**src/hw/pad_cfg.svh**
```systemverilog
`ifndef PAD_CFG_SVH
`define PAD_CFG_SVH

// Timing of the game pad reader, in clock cycles

// Length of one select phase
// 1000 cycles keeps every phase well above the pad's settling time
`define PAD_PHASE_CYCLES 1000

// Interval between automatic polls
// Must be longer than the eight phases of a read cycle
`define PAD_POLL_CYCLES 12000

// Flip-flops in the pin synchronizer
`define PAD_SYNC_STAGES 2

`endif

```
**src/hw/pad_pkg.sv**
```systemverilog
package pad_pkg;

	// Pad pins as seen at the connector, active low
	// Bit order follows the connector pins 1, 2, 3, 4, 6, 9
	typedef logic [5:0] pad_pins_t;

	// Position of each connector pin inside pad_pins_t
	typedef enum logic [2:0] {
		PIN_1 = 3'd0,
		PIN_2 = 3'd1,
		PIN_3 = 3'd2,
		PIN_4 = 3'd3,
		PIN_6 = 3'd4,
		PIN_9 = 3'd5
	} pad_pin_idx_t;

	// Which group of buttons the pins carry in the current phase
	typedef enum logic [2:0] {
		PHASE_IDLE         = 3'd0,
		PHASE_DPAD_B_C     = 3'd1,
		PHASE_DPAD_A_START = 3'd2,
		PHASE_ID_A_START   = 3'd3,
		PHASE_XYZ_MODE_B_C = 3'd4,
		PHASE_TRAILER      = 3'd5
	} pad_phase_t;

	// Decoded button word, a set bit means pressed
	typedef logic [11:0] pad_buttons_t;

	// Bit positions inside pad_buttons_t
	typedef enum logic [3:0] {
		BTN_UP    = 4'd0,
		BTN_DOWN  = 4'd1,
		BTN_LEFT  = 4'd2,
		BTN_RIGHT = 4'd3,
		BTN_A     = 4'd4,
		BTN_B     = 4'd5,
		BTN_C     = 4'd6,
		BTN_X     = 4'd7,
		BTN_Y     = 4'd8,
		BTN_Z     = 4'd9,
		BTN_START = 4'd10,
		BTN_MODE  = 4'd11
	} pad_button_idx_t;

endpackage

```
**src/hw/pad_poll_timer.sv**
```systemverilog
`timescale 1ns/1ps

`include "pad_cfg.svh"

module pad_poll_timer (
	input  logic clock,
	input  logic reset_n,
	input  logic poll_enable,
	input  logic poll_now,
	output logic poll_strobe
);

	localparam int POLL_CYCLES = `PAD_POLL_CYCLES;
	localparam int CNT_W = (POLL_CYCLES > 1) ? $clog2(POLL_CYCLES) : 1;
	localparam logic [CNT_W-1:0] CNT_LAST = CNT_W'(POLL_CYCLES - 1);

	logic [CNT_W-1:0] period_count;

	always_ff @(posedge clock) begin
		if (!reset_n) begin
			period_count <= '0;
			poll_strobe  <= 1'b0;
		end else if (poll_now) begin
			// Manual request fires at once and restarts the period
			period_count <= '0;
			poll_strobe  <= 1'b1;
		end else if (poll_enable) begin
			if (period_count == CNT_LAST) begin
				period_count <= '0;
				poll_strobe  <= 1'b1;
			end else begin
				period_count <= period_count + 1'b1;
				poll_strobe  <= 1'b0;
			end
		end else begin
			// Disabled, so the next enable starts a full period
			period_count <= '0;
			poll_strobe  <= 1'b0;
		end
	end

endmodule

```
**src/hw/pad_phase_sequencer.sv**
```systemverilog
`timescale 1ns/1ps

`include "pad_cfg.svh"

module pad_phase_sequencer import pad_pkg::*; (
	input  logic       clock,
	input  logic       reset_n,
	input  logic       poll_strobe,
	output logic       pad_select,
	output pad_phase_t phase,
	output logic       sample,
	output logic       done
);

	localparam int PHASE_CYCLES = `PAD_PHASE_CYCLES;
	localparam int CNT_W = (PHASE_CYCLES > 1) ? $clog2(PHASE_CYCLES) : 1;
	localparam logic [CNT_W-1:0] CNT_LAST = CNT_W'(PHASE_CYCLES - 1);

	// Idle plus one state per select phase
	typedef enum logic [3:0] {
		ST_IDLE = 4'd0,
		ST_PH0  = 4'd1,
		ST_PH1  = 4'd2,
		ST_PH2  = 4'd3,
		ST_PH3  = 4'd4,
		ST_PH4  = 4'd5,
		ST_PH5  = 4'd6,
		ST_PH6  = 4'd7,
		ST_PH7  = 4'd8
	} state_t;

	state_t           state;
	state_t           state_next;
	logic [CNT_W-1:0] phase_count;
	logic             phase_last;

	// Last cycle of the running phase
	assign phase_last = (state != ST_IDLE) && (phase_count == CNT_LAST);

	always_comb begin
		state_next = state;
		case (state)
			ST_IDLE: begin
				// Polls arriving mid cycle are simply dropped
				if (poll_strobe) begin
					state_next = ST_PH0;
				end
			end
			ST_PH7: begin
				if (phase_last) begin
					state_next = ST_IDLE;
				end
			end
			ST_PH0, ST_PH1, ST_PH2, ST_PH3, ST_PH4, ST_PH5, ST_PH6: begin
				if (phase_last) begin
					state_next = state_t'(state + 4'd1);
				end
			end
			default: begin
				state_next = ST_IDLE;
			end
		endcase
	end

	always_ff @(posedge clock) begin
		if (!reset_n) begin
			state <= ST_IDLE;
		end else begin
			state <= state_next;
		end
	end

	// Phase length counter, parked at zero while idle
	always_ff @(posedge clock) begin
		if (!reset_n) begin
			phase_count <= '0;
		end else if (state == ST_IDLE || phase_last) begin
			phase_count <= '0;
		end else begin
			phase_count <= phase_count + 1'b1;
		end
	end

	// Select level and pin group for each phase
	always_comb begin
		case (state)
			ST_PH0, ST_PH2, ST_PH4: begin
				pad_select = 1'b1;
				phase      = PHASE_DPAD_B_C;
			end
			ST_PH1, ST_PH3: begin
				pad_select = 1'b0;
				phase      = PHASE_DPAD_A_START;
			end
			ST_PH5: begin
				// Third low, a six-button pad pulls pins 1 to 4 low here
				pad_select = 1'b0;
				phase      = PHASE_ID_A_START;
			end
			ST_PH6: begin
				pad_select = 1'b1;
				phase      = PHASE_XYZ_MODE_B_C;
			end
			ST_PH7: begin
				pad_select = 1'b0;
				phase      = PHASE_TRAILER;
			end
			default: begin
				pad_select = 1'b0;
				phase      = PHASE_IDLE;
			end
		endcase
	end

	assign sample = phase_last;

	// Cycle complete, raised while the FSM is already back in idle
	always_ff @(posedge clock) begin
		if (!reset_n) begin
			done <= 1'b0;
		end else begin
			done <= (state == ST_PH7) && phase_last;
		end
	end

endmodule

```
**src/hw/pad_button_decoder.sv**
```systemverilog
`timescale 1ns/1ps

`include "pad_cfg.svh"

module pad_button_decoder import pad_pkg::*; (
	input  logic         clock,
	input  logic         reset_n,
	input  pad_pins_t    pad_pins,
	input  pad_phase_t   phase,
	input  logic         sample,
	input  logic         done,
	output pad_buttons_t buttons,
	output logic         six_button,
	output logic         connected,
	output logic         buttons_valid
);

	localparam int SYNC_STAGES = `PAD_SYNC_STAGES;

	// Buttons that only a six-button pad provides
	localparam pad_buttons_t EXTRA_MASK = (pad_buttons_t'(1) << BTN_X)
		| (pad_buttons_t'(1) << BTN_Y)
		| (pad_buttons_t'(1) << BTN_Z)
		| (pad_buttons_t'(1) << BTN_MODE);

	pad_pins_t    sync_q [SYNC_STAGES];
	pad_pins_t    pressed;
	pad_buttons_t work_buttons;
	logic         work_connected;
	logic         work_six;

	// Pins are asynchronous to the clock
	always_ff @(posedge clock) begin
		sync_q[0] <= pad_pins;
		for (int i = 1; i < SYNC_STAGES; i++) begin
			sync_q[i] <= sync_q[i-1];
		end
	end

	// Low at the connector means pressed
	assign pressed = ~sync_q[SYNC_STAGES-1];

	// Working result, one pin group per phase
	always_ff @(posedge clock) begin
		if (sample) begin
			case (phase)
				PHASE_DPAD_B_C: begin
					work_buttons[BTN_UP]    <= pressed[PIN_1];
					work_buttons[BTN_DOWN]  <= pressed[PIN_2];
					work_buttons[BTN_LEFT]  <= pressed[PIN_3];
					work_buttons[BTN_RIGHT] <= pressed[PIN_4];
					work_buttons[BTN_B]     <= pressed[PIN_6];
					work_buttons[BTN_C]     <= pressed[PIN_9];
				end
				PHASE_DPAD_A_START: begin
					work_buttons[BTN_UP]    <= pressed[PIN_1];
					work_buttons[BTN_DOWN]  <= pressed[PIN_2];
					work_buttons[BTN_A]     <= pressed[PIN_6];
					work_buttons[BTN_START] <= pressed[PIN_9];
					// A pad ties pins 3 and 4 low while select is low
					work_connected          <= pressed[PIN_3] & pressed[PIN_4];
				end
				PHASE_ID_A_START: begin
					work_buttons[BTN_A]     <= pressed[PIN_6];
					work_buttons[BTN_START] <= pressed[PIN_9];
					work_six                <= &pressed[PIN_4:PIN_1];
				end
				PHASE_XYZ_MODE_B_C: begin
					work_buttons[BTN_Z]    <= pressed[PIN_1];
					work_buttons[BTN_Y]    <= pressed[PIN_2];
					work_buttons[BTN_X]    <= pressed[PIN_3];
					work_buttons[BTN_MODE] <= pressed[PIN_4];
					work_buttons[BTN_B]    <= pressed[PIN_6];
					work_buttons[BTN_C]    <= pressed[PIN_9];
				end
				default: begin
					// Idle and trailer carry nothing
				end
			endcase
		end
	end

	// Result register, held until the next commit
	always_ff @(posedge clock) begin
		if (!reset_n) begin
			buttons       <= '0;
			six_button    <= 1'b0;
			connected     <= 1'b0;
			buttons_valid <= 1'b0;
		end else begin
			buttons_valid <= done;
			if (done) begin
				connected  <= work_connected;
				six_button <= work_connected & work_six;
				if (!work_connected) begin
					buttons <= '0;
				end else if (!work_six) begin
					// Three-button pad repeats the d-pad in the extra phase
					buttons <= work_buttons & ~EXTRA_MASK;
				end else begin
					buttons <= work_buttons;
				end
			end
		end
	end

endmodule

```
**src/hw/pad_reader_top.sv**
```systemverilog
`timescale 1ns/1ps

module pad_reader_top import pad_pkg::*; (
	input  logic         clock,
	input  logic         reset_n,
	input  logic         poll_enable,
	input  logic         poll_now,
	input  pad_pins_t    pad_pins,
	output logic         pad_select,
	output pad_buttons_t buttons,
	output logic         six_button,
	output logic         connected,
	output logic         buttons_valid
);

	logic       poll_strobe;
	pad_phase_t phase;
	logic       sample;
	logic       done;

	// Starts a read cycle periodically or on request
	pad_poll_timer i_timer (
		.clock       (clock),
		.reset_n     (reset_n),
		.poll_enable (poll_enable),
		.poll_now    (poll_now),
		.poll_strobe (poll_strobe)
	);

	// Drives select and tells the decoder what the pins mean
	pad_phase_sequencer i_sequencer (
		.clock       (clock),
		.reset_n     (reset_n),
		.poll_strobe (poll_strobe),
		.pad_select  (pad_select),
		.phase       (phase),
		.sample      (sample),
		.done        (done)
	);

	pad_button_decoder i_decoder (
		.clock         (clock),
		.reset_n       (reset_n),
		.pad_pins      (pad_pins),
		.phase         (phase),
		.sample        (sample),
		.done          (done),
		.buttons       (buttons),
		.six_button    (six_button),
		.connected     (connected),
		.buttons_valid (buttons_valid)
	);

endmodule

```
**config.mk**
```make
export PLATFORM = sky130hd
export DESIGN_NAME = pad_reader_top
export DESIGN_NICKNAME = d
export VERILOG_FILES = /design/src/hw/pad_pkg.sv /design/src/hw/pad_poll_timer.sv /design/src/hw/pad_phase_sequencer.sv /design/src/hw/pad_button_decoder.sv /design/src/hw/pad_reader_top.sv
export VERILOG_INCLUDE_DIRS = /design/src /design/src/hw
export SDC_FILE = /design/constraint.sdc
export NUM_CORES = 1
export LEC_CHECK = 0
export ABC_AREA = 1
export BUFFER_PORTS_ARGS = -buffer_cell sky130_fd_sc_hd__buf_2
export CELL_PAD_IN_SITES_DETAIL_PLACEMENT = 0
export CELL_PAD_IN_SITES_GLOBAL_PLACEMENT = 2
export CORE_MARGIN = 5
export CORE_UTILIZATION = 39
export DETAILED_ROUTE_END_ITERATION = 6
export PLACE_DENSITY_LB_ADDON = 0.15
export SYNTH_ARGS = -nofsm -noshare
export SYNTH_HDL_FRONTEND = slang
export SYNTH_SLANG_ARGS = --single-unit
```
**constraint.sdc**
```tcl
create_clock -name clock -period 4.8 [get_ports clock]
set_clock_uncertainty 0.15 [all_clocks]
set_input_delay 0.24 -clock clock [delete_from_list [all_inputs] [get_ports clock]]
set_output_delay 0.24 -clock clock [all_outputs]
set_load 0.02 [all_outputs]
```
==> results by group <==
Cells and area
  • Finished Cell Area: approximately 3400 um^2
  • Area Growth Syn to Fin: 15.9%
  • Ant. Diodes: 0
  • Fin nets: 380
  • Layout cells sized above 1: a little under a fifth

Synth
  • Area contributors post-synth: dfxtp_1 (41%), edfxtp_1 (14%), nand2_1 (7.4%)
  • Post-synth ARST share: 0%
  • Syn avg cell area: 9.11 um^2
  • Count leader, synth: dfxtp_1
  • Post-synth EDFFs: 14
  • Most frequent cells after synthesis: dfxtp_1 (61), nand2_1 (58), inv_1 (44), nor2_1 (27), a21oi_1 (22)
  • Synth top area share: ~41%
  • Syn Nets: about 340
  • Cell variety after synth: 37
  • Sequential area share after synthesis: a little under three fifths
  • Area leader, netlist: dfxtp_1
  • Yosys reg bits: between 70 and 80
  • Synth Cell Area: between 2000 and 3000 um^2
  • Synth Warn #: 0
  • Cells after Synth: 323
  • Ys flop type: dfxtp_1

Clocking
  • CTS Buf Count: 9
  • Worst skew pair latency: ~0.34 ns
  • CTS H-tree lvls: 3
  • Clk slew on worst S/H paths: around 0.080 ns
  • Clk sinks: 75
  • Post-CTS setup buffer count: 0
  • Max Buffers Root-to-Sink: 2
  • CTS tree: built
  • CTS Root Cell: clkbuf_8

Min path
  • WHS Endpoint: i_timer.poll_strobe
  • Worst hold path class: primary input to flop
  • Hold Startpoint: poll_now
  • Hold path depth: 3

Critical path
  • R2r startpoint: i_sequencer.state[0]
  • CP startpoint kind: flop
  • Worst Path Required: 4.89 ns
  • Capturing point of the worst reg2reg path: i_sequencer.phase[0]
  • Critical path fanouts, max: 5
  • Crit end category: flop
  • Reg2Reg Setup Slack: approximately 2.5 ns
  • Critical setup path kind: flop to flop
  • Worst r2r path cells: 14
  • Arrival time worst endpoint: roughly 2.4 ns

Global route
  • Largest net degree at the start of global routing: 16
  • First-pass GRT wire length: 8.63 mm
  • Overflow after GRT: 0
  • Vias in the first global route: about 1900
  • Initial antenna violation count: 0
  • All-Layer GR Usage: 11.3%

Timing
  • Tightest Pin Transition: about 0.63 ns
  • Relative slew slack: approximately 58%
  • Final hold viol count: 0
  • Final setup TNS: 0 ns
  • Final setup viols: 0
  • Fin crit share: ~47%
  • Minimum clock period: roughly 2.3 ns
  • RSZ-0062 raised after global routing: no
  • Max Slew Vio Count: 0
  • Achievable frequency: roughly 0.44 GHz
  • Final WS setup: about 2.5 ns

Status
  • Status: finished clean

Routing
  • Post-route DRC: 0
  • Via count: 2035
  • DR pass1 iterations: 4
  • Detail-routed via count per cell: approximately 4.4
  • Total wire length: approximately 5.0 mm
  • Final ANT Viol Nets: 0
  • Routed wire per std cell: approximately 11 um
  • Starting DRT DRC Count: 45

Job
  • Reported max-cap violation count: 0

Floorplanning
  • Chip Width: between 90 and 100 um
  • Io pins: 26
  • Die area: about 9400 um^2
  • Die height: roughly 97 um
  • Core area: 7290 um^2
  • Row cnt: 31
  • Starting Density: roughly two fifths

Power and ir drop
  • Leak: between 1 and 1.5 nW
  • Peak VDD IR: slightly below 0.0002 V
  • Power per cell area: about 420 nW/um^2

Place
  • Pre-CTS setup slack: roughly 2.6 ns
  • Placer Congestion: roughly 0.76
  • Area of placed instances: between 3000 and 4000 um^2
  • DP Wirelength: roughly 3.7 mm
  • Port Buf Inserts: 25
cell type report:
class	count	area, um^2
repair buffers	31	185
multi-input cells	195	1090
well taps	99	124
flip-flops and latches	75	1640
clock buffers	9	124
inverters	49	184
clock inverters	7	60.1
fillers	761	3880
worst max-delay path by stage:
stage	from	endpoint	slack, ns	depth (start not counted)
6_report	i_sequencer.state[0]	i_sequencer.phase[0]	2.55	14
5_1_grt	i_sequencer.state[0]	i_sequencer.phase[0]	2.27	14
4_1_cts	i_sequencer.state[0]	i_sequencer.phase[0]	2.53	14
3_5_place_dp	i_sequencer.state[0]	i_sequencer.phase[0]	2.55	14
3_3_place_gp	i_sequencer.state[0]	i_sequencer.phase[0]	2.59	14
2_1_floorplan	i_sequencer.state[0]	i_sequencer.phase[0]	2.74	14
registers in the layout (all words and copies together) (netlist names):
register and count:
i_sequencer.state 4, i_decoder.connected 1, i_decoder.buttons 12, i_decoder.sync_q 12, i_decoder.six_button 1, i_sequencer.phase_count 10, i_decoder.work_six 1, i_decoder.buttons_valid 1
i_timer.period_count 14, i_sequencer.phase 3, i_decoder.work_buttons 12, i_sequencer.pad_select 1, i_timer.poll_strobe 1, i_sequencer.done 1, i_decoder.work_connected 1
where the power goes:
part | leakage (nW) | switching, mW | total [mW] | internal, mW
Combinational | 0.703 | 0.193 | 0.294 | 0.100
Clock | 0.0844 | 0.251 | 0.446 | 0.195
Sequential | 0.627 | 0.0276 | 0.708 | 0.680
Total | 1.41 | 0.472 | 1.45 | 0.976
cell families (layout without fill, tap and decap cells):
kind of cell / count (synthesis) / after routing / share of synthesized area (%)
AOI/OAI and AO/OA: 34 / 34 / 6.08
buffers and inverters: 53 / 96 / 7.14
adders and majority gates: 9 / 9 / 3.82
xor gates and xnor gates: 6 / 6 / 1.78
DFF: 75 / 75 / 55.8
and+or+nand+nor: 146 / 146 / 25.4
worst max-delay path: stages (launching register included):
cell and delay [ns]:
dfxtp_1 0.33, inv_1 0.13, ha_1 0.24, inv_1 0.05
nor2_1 0.11, o21ai_1 0.09, nand2_2 0.12, nand2_2 0.09
o21ai_0 0.16, nand2_1 0.11, ha_1 0.29, inv_1 0.05
nand4_1 0.08, nand3_1 0.09, nand2_1 0.05
timing repair:
action	4_1_cts	5_1_grt
resized for setup	0	0
endpoints found under the hold margin	6	0
hold buffers	6	0
setup endpoints to repair	0	0
stage by stage:
stage | power [mW] | cells | util [%] | hold WS (ns)
floorplan | 0.958 | 323 | - | 0.118
global placement | 1.02 | 443 | 43.4 | 0.160
detailed placement | 1.02 | 443 | 43.4 | 0.163
CTS | 1.47 | 465 | 46.8 | 0.0429
global route | 1.55 | 465 | 46.8 | 0.0446
finish | 1.45 | 465 | 46.8 | 0.0623
cell usage in the layout, fill, tap and decap left out, types with 7 or more instances in the layout:
master	n
nor3_1	9
nor2_1	27
ha_1	9
edfxtp_1	14
a21oi_1	22
dfxtp_1	61
clkbuf_8	9
inv_1	44
nand2_2	7
buf_2	25
o21ai_0	7
nand3_1	16
nand2_1	58
routing by layer:
| layer | wire length [um] | global-route usage, % | vias up |
|---|---|---|---|
| met5 | 0 | 0 | - |
| met1 | 2670 | 15.3 | 886 |
| met3 | 186 | 3.88 | 2 |
| li1 | - | - | 1124 |
| met4 | 44 | 5.51 | 0 |
| met2 | 2130 | 15.9 | 23 |
(Power assumes the default switching activity.)
